<file path="src/mtrap_macros.svh">
`ifndef MTRAP_MACROS_SVH
`define MTRAP_MACROS_SVH

`define XLEN        32
`define CSR_ADDR_W  12

// Machine CSR addresses
`define CSR_ADDR_MVENDORID  12'hF11
`define CSR_ADDR_MARCHID    12'hF12
`define CSR_ADDR_MIMPID     12'hF13
`define CSR_ADDR_MHARTID    12'hF14
`define CSR_ADDR_MSTATUS    12'h300
`define CSR_ADDR_MISA       12'h301
`define CSR_ADDR_MIE        12'h304
`define CSR_ADDR_MTVEC      12'h305
`define CSR_ADDR_MSCRATCH   12'h340
`define CSR_ADDR_MEPC       12'h341
`define CSR_ADDR_MCAUSE     12'h342
`define CSR_ADDR_MTVAL      12'h343
`define CSR_ADDR_MIP        12'h344

// Read-only identity values
`define MVENDORID_VAL  32'h0000_0000
`define MARCHID_VAL    32'h0000_0000
`define MIMPID_VAL     32'h0000_0001
`define MHARTID_VAL    32'h0000_0000
`define MISA_VAL       32'h4000_0100  // RV32I

`define MTVEC_RESET    32'h0000_0100

`define MSTATUS_MIE_BIT   3
`define MSTATUS_MPIE_BIT  7

// Shared by mie and mip
`define MIE_MSIE_BIT  3
`define MIE_MTIE_BIT  7
`define MIE_MEIE_BIT  11

`define CAUSE_FETCH_MISALIGN  32'd0
`define CAUSE_LOAD_MISALIGN   32'd4
`define CAUSE_STORE_MISALIGN  32'd6
`define CAUSE_IRQ_SW          32'd3
`define CAUSE_IRQ_TIMER       32'd7
`define CAUSE_IRQ_EXT         32'd11
`define CAUSE_IRQ_FLAG        31

`endif

</file>
<file path="src/mtrap_pkg.sv">
`include "mtrap_macros.svh"

package mtrap_pkg;

  // Vectors with a meaning
  typedef logic [`XLEN-1:0]       word_t;
  typedef logic [`CSR_ADDR_W-1:0] csr_addr_t;
  typedef logic [4:0]             uimm_t;  // Zero-extended CSR immediate

  // CSR read-modify-write flavour
  typedef enum logic [1:0] {
    WMODE_WRITE,
    WMODE_SET,
    WMODE_CLEAR
  } csr_wmode_e;

  // What the trap controller decided this cycle
  typedef enum logic [1:0] {
    TRAP_NONE,
    TRAP_EXC,
    TRAP_IRQ,
    TRAP_MRET
  } trap_kind_e;

endpackage

</file>
<file path="src/csr_instr_decoder.sv">
`timescale 1ns/10ps

module csr_instr_decoder import mtrap_pkg::*; (
  input  logic       instr_valid_i,
  input  word_t      instr_i,
  input  word_t      rs1_data_i,
  output logic       csr_access_o,
  output csr_addr_t  csr_addr_o,
  output csr_wmode_e csr_wmode_o,
  output word_t      csr_wdata_o,
  output logic       csr_we_o,
  output logic       mret_o
);

  localparam logic [6:0] OPC_SYSTEM = 7'b1110011;
  localparam word_t      INSTR_MRET = 32'h3020_0073;

  logic       is_system;
  logic [2:0] funct3;
  uimm_t      rs1_field;  // rs1 index or uimm
  logic       csr_op;
  logic       no_write;

  assign is_system = (instr_i[6:0] == OPC_SYSTEM);
  assign funct3    = instr_i[14:12];
  assign rs1_field = instr_i[19:15];
  assign csr_op    = is_system && (funct3[1:0] != 2'b00);  // Skips 000 and 100

  assign csr_access_o = instr_valid_i & csr_op;
  assign csr_addr_o   = instr_i[31:20];
  assign csr_wdata_o  = funct3[2] ? word_t'(rs1_field) : rs1_data_i;
  assign mret_o       = instr_valid_i & (instr_i == INSTR_MRET);

  always_comb begin
    case (funct3[1:0])
      2'b10:   csr_wmode_o = WMODE_SET;
      2'b11:   csr_wmode_o = WMODE_CLEAR;
      default: csr_wmode_o = WMODE_WRITE;
    endcase
  end

  // Zero source field means read only
  always_comb begin
    if (funct3[2]) begin
      no_write = (rs1_field == '0);                               // Any immediate form
    end else begin
      no_write = (rs1_field == '0) && (funct3[1:0] != 2'b01);     // csrrs, csrrc
    end
  end

  assign csr_we_o = csr_access_o & ~no_write;

endmodule

</file>
<file path="src/trap_ctrl.sv">
`timescale 1ns/10ps
`include "mtrap_macros.svh"

module trap_ctrl import mtrap_pkg::*; (
  input  logic       instr_valid_i,
  input  logic       fetch_exc_i,
  input  logic       lsu_exc_i,
  input  logic       lsu_store_i,
  input  logic       mret_i,
  input  word_t      fetch_tval_i,
  input  word_t      lsu_tval_i,
  input  word_t      mip_i,
  input  word_t      mie_i,
  input  logic       mstatus_mie_i,
  output trap_kind_e trap_kind_o,
  output word_t      trap_cause_o,
  output word_t      trap_tval_o
);

  localparam word_t IRQ_FLAG = word_t'(1) << `CAUSE_IRQ_FLAG;

  word_t irq_pend;
  logic  irq_allowed;

  assign irq_pend = mip_i & mie_i;

  // Interrupts only in an idle cycle with global enable set
  assign irq_allowed = mstatus_mie_i & ~instr_valid_i & ~fetch_exc_i & ~lsu_exc_i;

  ////////////////////////////////////////////////////////////
  // Priority select
  ////////////////////////////////////////////////////////////
  always_comb begin
    trap_kind_o  = TRAP_NONE;
    trap_cause_o = '0;
    trap_tval_o  = '0;
    if (fetch_exc_i) begin
      trap_kind_o  = TRAP_EXC;
      trap_cause_o = `CAUSE_FETCH_MISALIGN;
      trap_tval_o  = fetch_tval_i;  // Faulting target
    end else if (lsu_exc_i) begin
      trap_kind_o  = TRAP_EXC;
      trap_cause_o = lsu_store_i ? `CAUSE_STORE_MISALIGN : `CAUSE_LOAD_MISALIGN;
      trap_tval_o  = lsu_tval_i;
    end else if (mret_i) begin
      trap_kind_o = TRAP_MRET;
    end else if (irq_allowed) begin
      // External first, then software, then timer
      if (irq_pend[`MIE_MEIE_BIT]) begin
        trap_kind_o  = TRAP_IRQ;
        trap_cause_o = `CAUSE_IRQ_EXT | IRQ_FLAG;
      end else if (irq_pend[`MIE_MSIE_BIT]) begin
        trap_kind_o  = TRAP_IRQ;
        trap_cause_o = `CAUSE_IRQ_SW | IRQ_FLAG;
      end else if (irq_pend[`MIE_MTIE_BIT]) begin
        trap_kind_o  = TRAP_IRQ;
        trap_cause_o = `CAUSE_IRQ_TIMER | IRQ_FLAG;
      end
    end
  end

endmodule

</file>
<file path="src/machine_csr_file.sv">
`timescale 1ns/10ps
`include "mtrap_macros.svh"

module machine_csr_file import mtrap_pkg::*; (
  input  logic       clk_i,
  input  logic       rstn_i,
  input  logic       csr_access_i,
  input  logic       csr_we_i,
  input  csr_addr_t  csr_addr_i,
  input  csr_wmode_e csr_wmode_i,
  input  word_t      csr_wdata_i,
  input  word_t      pc_i,
  input  trap_kind_e trap_kind_i,
  input  word_t      trap_cause_i,
  input  word_t      trap_tval_i,
  input  logic       sw_irq_i,
  input  logic       timer_irq_i,
  input  logic       ext_irq_i,
  output word_t      mip_o,
  output word_t      mie_o,
  output logic       mstatus_mie_o,
  output word_t      rdata_o,
  output logic       rdata_valid_o,
  output logic       trap_o,
  output word_t      trap_addr_o
);

  localparam word_t MTVEC_RST = `MTVEC_RESET;

  logic               mstatus_mie_r;
  logic               mstatus_mpie_r;
  logic [`XLEN-1:2]   mtvec_base_r;   // Direct mode only
  logic               mip_msip_r;
  logic               mip_mtip_r;
  logic               mip_meip_r;
  logic               mie_msie_r;
  logic               mie_mtie_r;
  logic               mie_meie_r;
  word_t              mscratch_r;
  word_t              mepc_r;
  word_t              mcause_r;
  word_t              mtval_r;

  word_t mstatus_word;
  word_t mip_word;
  word_t mie_word;
  word_t rd_val;
  word_t wr_val;
  logic  wr_en;
  logic  take_trap;
  logic  do_mret;

  // Assemble sparse registers into full words
  always_comb begin
    mstatus_word = '0;
    mstatus_word[`MSTATUS_MIE_BIT]  = mstatus_mie_r;
    mstatus_word[`MSTATUS_MPIE_BIT] = mstatus_mpie_r;
    mip_word = '0;
    mip_word[`MIE_MSIE_BIT] = mip_msip_r;
    mip_word[`MIE_MTIE_BIT] = mip_mtip_r;
    mip_word[`MIE_MEIE_BIT] = mip_meip_r;
    mie_word = '0;
    mie_word[`MIE_MSIE_BIT] = mie_msie_r;
    mie_word[`MIE_MTIE_BIT] = mie_mtie_r;
    mie_word[`MIE_MEIE_BIT] = mie_meie_r;
  end

  assign mip_o         = mip_word;
  assign mie_o         = mie_word;
  assign mstatus_mie_o = mstatus_mie_r;

  ////////////////////////////////////////////////////////////
  // Read mux and modify
  ////////////////////////////////////////////////////////////
  always_comb begin
    case (csr_addr_i)
      `CSR_ADDR_MVENDORID: rd_val = `MVENDORID_VAL;
      `CSR_ADDR_MARCHID:   rd_val = `MARCHID_VAL;
      `CSR_ADDR_MIMPID:    rd_val = `MIMPID_VAL;
      `CSR_ADDR_MHARTID:   rd_val = `MHARTID_VAL;
      `CSR_ADDR_MISA:      rd_val = `MISA_VAL;
      `CSR_ADDR_MSTATUS:   rd_val = mstatus_word;
      `CSR_ADDR_MTVEC:     rd_val = {mtvec_base_r, 2'b00};
      `CSR_ADDR_MIP:       rd_val = mip_word;
      `CSR_ADDR_MIE:       rd_val = mie_word;
      `CSR_ADDR_MSCRATCH:  rd_val = mscratch_r;
      `CSR_ADDR_MEPC:      rd_val = mepc_r;
      `CSR_ADDR_MCAUSE:    rd_val = mcause_r;
      `CSR_ADDR_MTVAL:     rd_val = mtval_r;
      default:             rd_val = '0;
    endcase
  end

  always_comb begin
    case (csr_wmode_i)
      WMODE_SET:   wr_val = rd_val | csr_wdata_i;
      WMODE_CLEAR: wr_val = rd_val & ~csr_wdata_i;
      default:     wr_val = csr_wdata_i;
    endcase
  end

  assign take_trap = (trap_kind_i == TRAP_EXC) || (trap_kind_i == TRAP_IRQ);
  assign do_mret   = (trap_kind_i == TRAP_MRET);
  assign wr_en     = csr_access_i & csr_we_i & (trap_kind_i == TRAP_NONE);

  ////////////////////////////////////////////////////////////
  // CSR state
  ////////////////////////////////////////////////////////////
  always_ff @(posedge clk_i) begin
    if (!rstn_i) begin
      mstatus_mie_r  <= 1'b0;
      mstatus_mpie_r <= 1'b0;
      mtvec_base_r   <= MTVEC_RST[`XLEN-1:2];
      mip_msip_r     <= 1'b0;
      mip_mtip_r     <= 1'b0;
      mip_meip_r     <= 1'b0;
      mie_msie_r     <= 1'b0;
      mie_mtie_r     <= 1'b0;
      mie_meie_r     <= 1'b0;
      mscratch_r     <= '0;
      mepc_r         <= '0;
      mcause_r       <= '0;
      mtval_r        <= '0;
    end else begin
      mip_msip_r <= sw_irq_i;      // Pending follows the lines
      mip_mtip_r <= timer_irq_i;
      mip_meip_r <= ext_irq_i;
      if (take_trap) begin
        mepc_r         <= pc_i;
        mcause_r       <= trap_cause_i;
        mtval_r        <= trap_tval_i;
        mstatus_mpie_r <= mstatus_mie_r;
        mstatus_mie_r  <= 1'b0;
      end else if (do_mret) begin
        mstatus_mie_r  <= mstatus_mpie_r;
        mstatus_mpie_r <= 1'b1;
      end else if (wr_en) begin
        case (csr_addr_i)
          `CSR_ADDR_MSTATUS: begin
            mstatus_mie_r  <= wr_val[`MSTATUS_MIE_BIT];
            mstatus_mpie_r <= wr_val[`MSTATUS_MPIE_BIT];
          end
          `CSR_ADDR_MTVEC: mtvec_base_r <= wr_val[`XLEN-1:2];
          `CSR_ADDR_MIE: begin
            mie_msie_r <= wr_val[`MIE_MSIE_BIT];
            mie_mtie_r <= wr_val[`MIE_MTIE_BIT];
            mie_meie_r <= wr_val[`MIE_MEIE_BIT];
          end
          `CSR_ADDR_MSCRATCH: mscratch_r <= wr_val;
          `CSR_ADDR_MEPC:     mepc_r     <= wr_val;
          `CSR_ADDR_MCAUSE:   mcause_r   <= wr_val;
          `CSR_ADDR_MTVAL:    mtval_r    <= wr_val;
          default: ;  // Read-only or unknown
        endcase
      end
    end
  end

  // Read return and fetch redirect
  always_ff @(posedge clk_i) begin
    if (!rstn_i) begin
      rdata_o       <= '0;
      rdata_valid_o <= 1'b0;
      trap_o        <= 1'b0;
      trap_addr_o   <= '0;
    end else begin
      rdata_valid_o <= csr_access_i;
      if (csr_access_i) begin
        rdata_o <= rd_val;  // Value before the write
      end
      trap_o <= (trap_kind_i != TRAP_NONE);
      case (trap_kind_i)
        TRAP_EXC, TRAP_IRQ: trap_addr_o <= {mtvec_base_r, 2'b00};
        TRAP_MRET:          trap_addr_o <= mepc_r;
        default:            trap_addr_o <= '0;
      endcase
    end
  end

endmodule

</file>
<file path="src/mtrap_top.sv">
`timescale 1ns/10ps

module mtrap_top import mtrap_pkg::*; (
  input  logic  clk_i,
  input  logic  rstn_i,
  input  logic  instr_valid_i,
  input  word_t instr_i,
  input  word_t rs1_data_i,
  input  word_t pc_i,
  input  logic  fetch_exc_i,
  input  word_t fetch_tval_i,
  input  logic  lsu_exc_i,
  input  word_t lsu_tval_i,
  input  logic  lsu_store_i,
  input  logic  sw_irq_i,
  input  logic  timer_irq_i,
  input  logic  ext_irq_i,
  output word_t rdata_o,
  output logic  rdata_valid_o,
  output logic  trap_o,
  output word_t trap_addr_o
);

  // Decoder to CSR file
  logic       csr_access;
  csr_addr_t  csr_addr;
  csr_wmode_e csr_wmode;
  word_t      csr_wdata;
  logic       csr_we;
  logic       mret_req;

  // Trap controller loop
  trap_kind_e trap_kind;
  word_t      trap_cause;
  word_t      trap_tval;
  word_t      mip_bits;
  word_t      mie_bits;
  logic       mstatus_mie;

  csr_instr_decoder u_decoder (
    .instr_valid_i (instr_valid_i),
    .instr_i       (instr_i),
    .rs1_data_i    (rs1_data_i),
    .csr_access_o  (csr_access),
    .csr_addr_o    (csr_addr),
    .csr_wmode_o   (csr_wmode),
    .csr_wdata_o   (csr_wdata),
    .csr_we_o      (csr_we),
    .mret_o        (mret_req)
  );

  trap_ctrl u_trap_ctrl (
    .instr_valid_i (instr_valid_i),
    .fetch_exc_i   (fetch_exc_i),
    .lsu_exc_i     (lsu_exc_i),
    .lsu_store_i   (lsu_store_i),
    .mret_i        (mret_req),
    .fetch_tval_i  (fetch_tval_i),
    .lsu_tval_i    (lsu_tval_i),
    .mip_i         (mip_bits),
    .mie_i         (mie_bits),
    .mstatus_mie_i (mstatus_mie),
    .trap_kind_o   (trap_kind),
    .trap_cause_o  (trap_cause),
    .trap_tval_o   (trap_tval)
  );

  machine_csr_file u_csr_file (
    .clk_i         (clk_i),
    .rstn_i        (rstn_i),
    .csr_access_i  (csr_access),
    .csr_we_i      (csr_we),
    .csr_addr_i    (csr_addr),
    .csr_wmode_i   (csr_wmode),
    .csr_wdata_i   (csr_wdata),
    .pc_i          (pc_i),
    .trap_kind_i   (trap_kind),
    .trap_cause_i  (trap_cause),
    .trap_tval_i   (trap_tval),
    .sw_irq_i      (sw_irq_i),
    .timer_irq_i   (timer_irq_i),
    .ext_irq_i     (ext_irq_i),
    .mip_o         (mip_bits),
    .mie_o         (mie_bits),
    .mstatus_mie_o (mstatus_mie),
    .rdata_o       (rdata_o),
    .rdata_valid_o (rdata_valid_o),
    .trap_o        (trap_o),
    .trap_addr_o   (trap_addr_o)
  );

endmodule

</file>
<file path="config.mk">
export PLATFORM = sky130hd
export DESIGN_NAME = mtrap_top
export DESIGN_NICKNAME = d
export VERILOG_FILES = /design/src/mtrap_pkg.sv /design/src/csr_instr_decoder.sv /design/src/trap_ctrl.sv /design/src/machine_csr_file.sv /design/src/mtrap_top.sv
export VERILOG_INCLUDE_DIRS = /design/src
export SDC_FILE = /design/constraint.sdc
export NUM_CORES = 1
export LEC_CHECK = 0
export BUFFER_PORTS_ARGS = -buffer_cell sky130_fd_sc_hd__buf_2
export CAP_MARGIN = 20
export CORE_UTILIZATION = 35
export CTS_BUF_LIST = sky130_fd_sc_hd__clkbuf_4
export DETAILED_ROUTE_END_ITERATION = 16
export GPL_ROUTABILITY_DRIVEN = 0
export PLACE_DENSITY = 0.52
export SETUP_SLACK_MARGIN = 0.3
export SYNTH_ARGS = -nofsm -noshare
export SYNTH_HDL_FRONTEND = slang
export SYNTH_SLANG_ARGS = --single-unit
</file>
<file path="constraint.sdc">
create_clock -name clk_i -period 6.76 [get_ports clk_i]
set_input_delay 0 -clock clk_i [delete_from_list [all_inputs] [get_ports clk_i]]
set_output_delay 0 -clock clk_i [all_outputs]
set_load 0.005 [all_outputs]
</file>
==> metrics <==
r2r worst-path depth=13; Layout area overhead=36.62%; post-DP HPWL=32.51 mm; critical path fanouts, max=42; Syn Area/Cell=8.160 um^2; min Tclk post-route=4.854 ns; FF-to-FF End=u_csr_file.mtval_r[16]; Netlist Area Pre-Place=11350 um^2; initial cell density of the core=35.79%; largest net degree at the start of global routing=83; Worst Path Buf+Inv=7; Initial DRC Count=1311; unrepaired setup endpoints after global routing=false; setup TNS=0 ns; number of nets in the final layout=1963; EDFF count, synth=0; Clk Latency, worst-skew pair=0.68 ns; flop-to-flop setup slack=2.16 ns; Placement Cell Area=12760 um^2; GRT overflow=0; CORE AREA=31720 um^2; peak supply drop=0.07983 mV; slowest stage cell, crit path=dlygate4sd3_1; hold depth=5; compound-cell area share of the yosys netlist=27.40%; Clock Path Buffers=3; # hold bufs at CTS=189; First-pass DRT Iterations=6; Hold Crit Class=in -> reg; WHS Endpoint=u_csr_file.mscratch_r[8]; PortBufs=234; final max-slew violation count=0; maxcap violations=0; share of cells above drive strength 1=22.65%; die area=33150 um^2; delay-heaviest family, CP=buffers and inverters; max incr delay on CP=0.55 ns; most common cell after layout, fill and taps aside=buf_2; dpl ws=2.551 ns; total power draw=0.003190 W; Global Route Usage Sum=28.09%; total wire length=47.56 mm; Period Utilization, post-route=71.80%; commonest non-fill, non-tap cells in the layout=233 x buf_2, 232 x dfxtp_1, 189 x dlygate4sd3_1; final instance area=15510 um^2; post-synthesis mux area share=5.104%; Root Driver=clkbuf_4; setup ws final=1.906 ns; WP data arrival=5.46 ns; final setup vio count=0; row cnt=65; Simple-Gate Fraction of Synth Area=21.55%; first-pass GRT wire length=70.93 mm; Seq/Total Area, Yosys=40.92%; WS Path Type=in -> reg; Post-Syn Nets=1562; #FFs+latches synth=232; worst-path cell chain=dlygate4sd3_1 -> buf_2 -> nor4_1 -> buf_4 -> nand2_1 -> nor4_1 -> o21ai_0 -> ha_4 -> inv_1 -> nor2_1 -> a41o_1 -> buf_4 -> o21ai_0 -> a21oi_1 -> dlygate4sd3_1 -> o21a_1 -> dlygate4sd3_1; Setup Fix Bufs, Post-CTS=0; vias=12770; HP Start=rs1_data_i[8]; Critical Path RT=7.37 ns; # fillers=3184; Worst-Margin Slew=1.001 ns; most used cell along the critical path=dlygate4sd3_1; Final Skew=0.04798 ns; die width=182.1 um; I/O pins=235; vias in the first global route=11790; CP startpoint kind=input port; worst flop-to-flop path startpoint=u_csr_file.mie_meie_r; static leakage=6.121 nW; status=finished clean; CTS-repair resized insts=0; CTS buffer count=67; Yosys warning count=0; XOR/XNOR share of the synthesized area=0%; Relative slew margins=33.30%; post-synth cell types=81; drt via density=5.703; CTS tree=yes; total number of H-tree levels=3; clk sinks=232; initial antenna violation count=1; power per cell area=205.7 nW/um^2; Mapped Cells=1391; Die Y=182.1 um; Async SR Flop Fraction=0%; Avg WL per Cell=21.23 um; Max Freq=206.0 MHz; main combinational cell family by area after synthesis=compound AO/OA/AOI/OAI gates; Post-Synth Adder-Cell Area=0.2205%; DR DRC count=0; Crit. End Element=flop; Hold Fails Final Rpt=0; Detail Route Antenna Nets=0; clk slew on worst S/H paths=0.06 ns; predominant post-synthesis flop cell=dfxtp_1
## power by group
part           switching (W)  leakage, nW  total [W]  internal, W
registers          0.0000251         1.88    0.00142      0.00140
clock network       0.000616        0.496    0.00134     0.000726
logic               0.000229         3.74   0.000425     0.000196
total               0.000870         6.12    0.00319      0.00232
## layout make-up
cell class,instances,area (um^2),share of cell area [%]
multi-input combinational,1029,6191,39.92
sequential,232,4644,29.95
timing repair buffer,451,3279,21.15
clock buffer,96,720.7,4.647
tap,402,503.0,3.243
clock inverter,18,125.1,0.8068
inverter,11,41.29,0.2663
antenna,1,2.502,0.01614
## flip-flops by register name (all words and copies together) (netlist names)
name and flops:
u_csr_file.mip_mtip_r 1, u_csr_file.mie_msie_r 1, u_csr_file.mtvec_base_r 30, u_csr_file.mscratch_r 32, u_csr_file.mip_meip_r 1, u_csr_file.rdata_valid_o 1, u_csr_file.trap_o 1, u_csr_file.mie_mtie_r 1
u_csr_file.trap_addr_o 32, u_csr_file.mip_msip_r 1, u_csr_file.mcause_r 32, u_csr_file.mie_meie_r 1, u_csr_file.mstatus_mpie_r 1, u_csr_file.mtval_r 32, u_csr_file.mepc_r 32, u_csr_file.rdata_o 32
u_csr_file.mstatus_mie_o 1
## logic make-up after synthesis
group                      count (synthesis)
DFF                                      232
AOI/OAI and AO/OA                        469
adders and majority gates                  2
muxes                                     49
and+or+nand+nor                          509
buffers and inverters                    130
## per-stage QoR
step                      utilization [%]  hold slack, ns  std cells
after floorplan                         -          0.1273       1391
after global routing                48.89         0.08472       2240
final                               48.89         0.05460       2240
after CTS                           48.85       0.0009082       2238
after detailed placement            40.22          0.2274       1935
after global placement              40.22          0.2151       1935
## Yosys cell counts, types with 7 or more instances
master	instances	share of area, %
and3_1	8	0.44
a221oi_1	11	0.85
clkbuf_1	86	2.8
a21o_1	13	0.86
nor2b_1	7	0.39
nand4_1	19	1.0
nand2b_1	14	0.77
a21oi_1	93	4.1
a22oi_1	81	5.4
nand2_1	153	5.1
o22ai_1	43	2.4
a211oi_1	16	1.1
dfxtp_1	232	41
nand3_1	34	1.5
and2_1	30	1.7
a31oi_1	27	1.5
a221o_1	7	0.62
buf_2	22	0.97
mux2_2	21	2.1
nor3_1	29	1.3
mux2i_1	23	2.0
nor2_1	160	5.3
o21ai_1	7	0.31
nor4_1	8	0.44
inv_1	11	0.36
o21ai_0	91	4.0
o2bb2ai_1	8	0.62
o221ai_1	7	0.54
## how the worst max path moves through the flow
stage           startpoint                  endpoint  slack, ns  depth (start not counted)
5_1_grt        instr_i[24]     u_csr_file.mepc_r[11]       1.57                         17
6_report       instr_i[24]     u_csr_file.mepc_r[11]       1.91                         17
3_5_place_dp   instr_i[13]  u_csr_file.mscratch_r[0]       2.55                         13
3_3_place_gp   instr_i[13]  u_csr_file.mscratch_r[0]       2.80                         13
2_1_floorplan  instr_i[20]  u_csr_file.mscratch_r[0]       3.90                         16
4_1_cts        instr_i[24]     u_csr_file.mepc_r[11]       2.11                         17
## layer usage
metal / vias to the layer above / share of wire (%) / GRT usage, %
met5: - / 0 / 0
met4: 0 / 2.6 / 10.15
met3: 69 / 10 / 6.366
met2: 739 / 40 / 38.77
met1: 5980 / 47 / 41.94
li1: 5986 / - / -
## tightest hold or removal path, stage by stage
cell and delay (ns):
buf_2 0.08, nand2b_1 0.13, o2111ai_1 0.13, and2_1 0.21, a211oi_1 0.09
(Power assumes the default switching activity.)
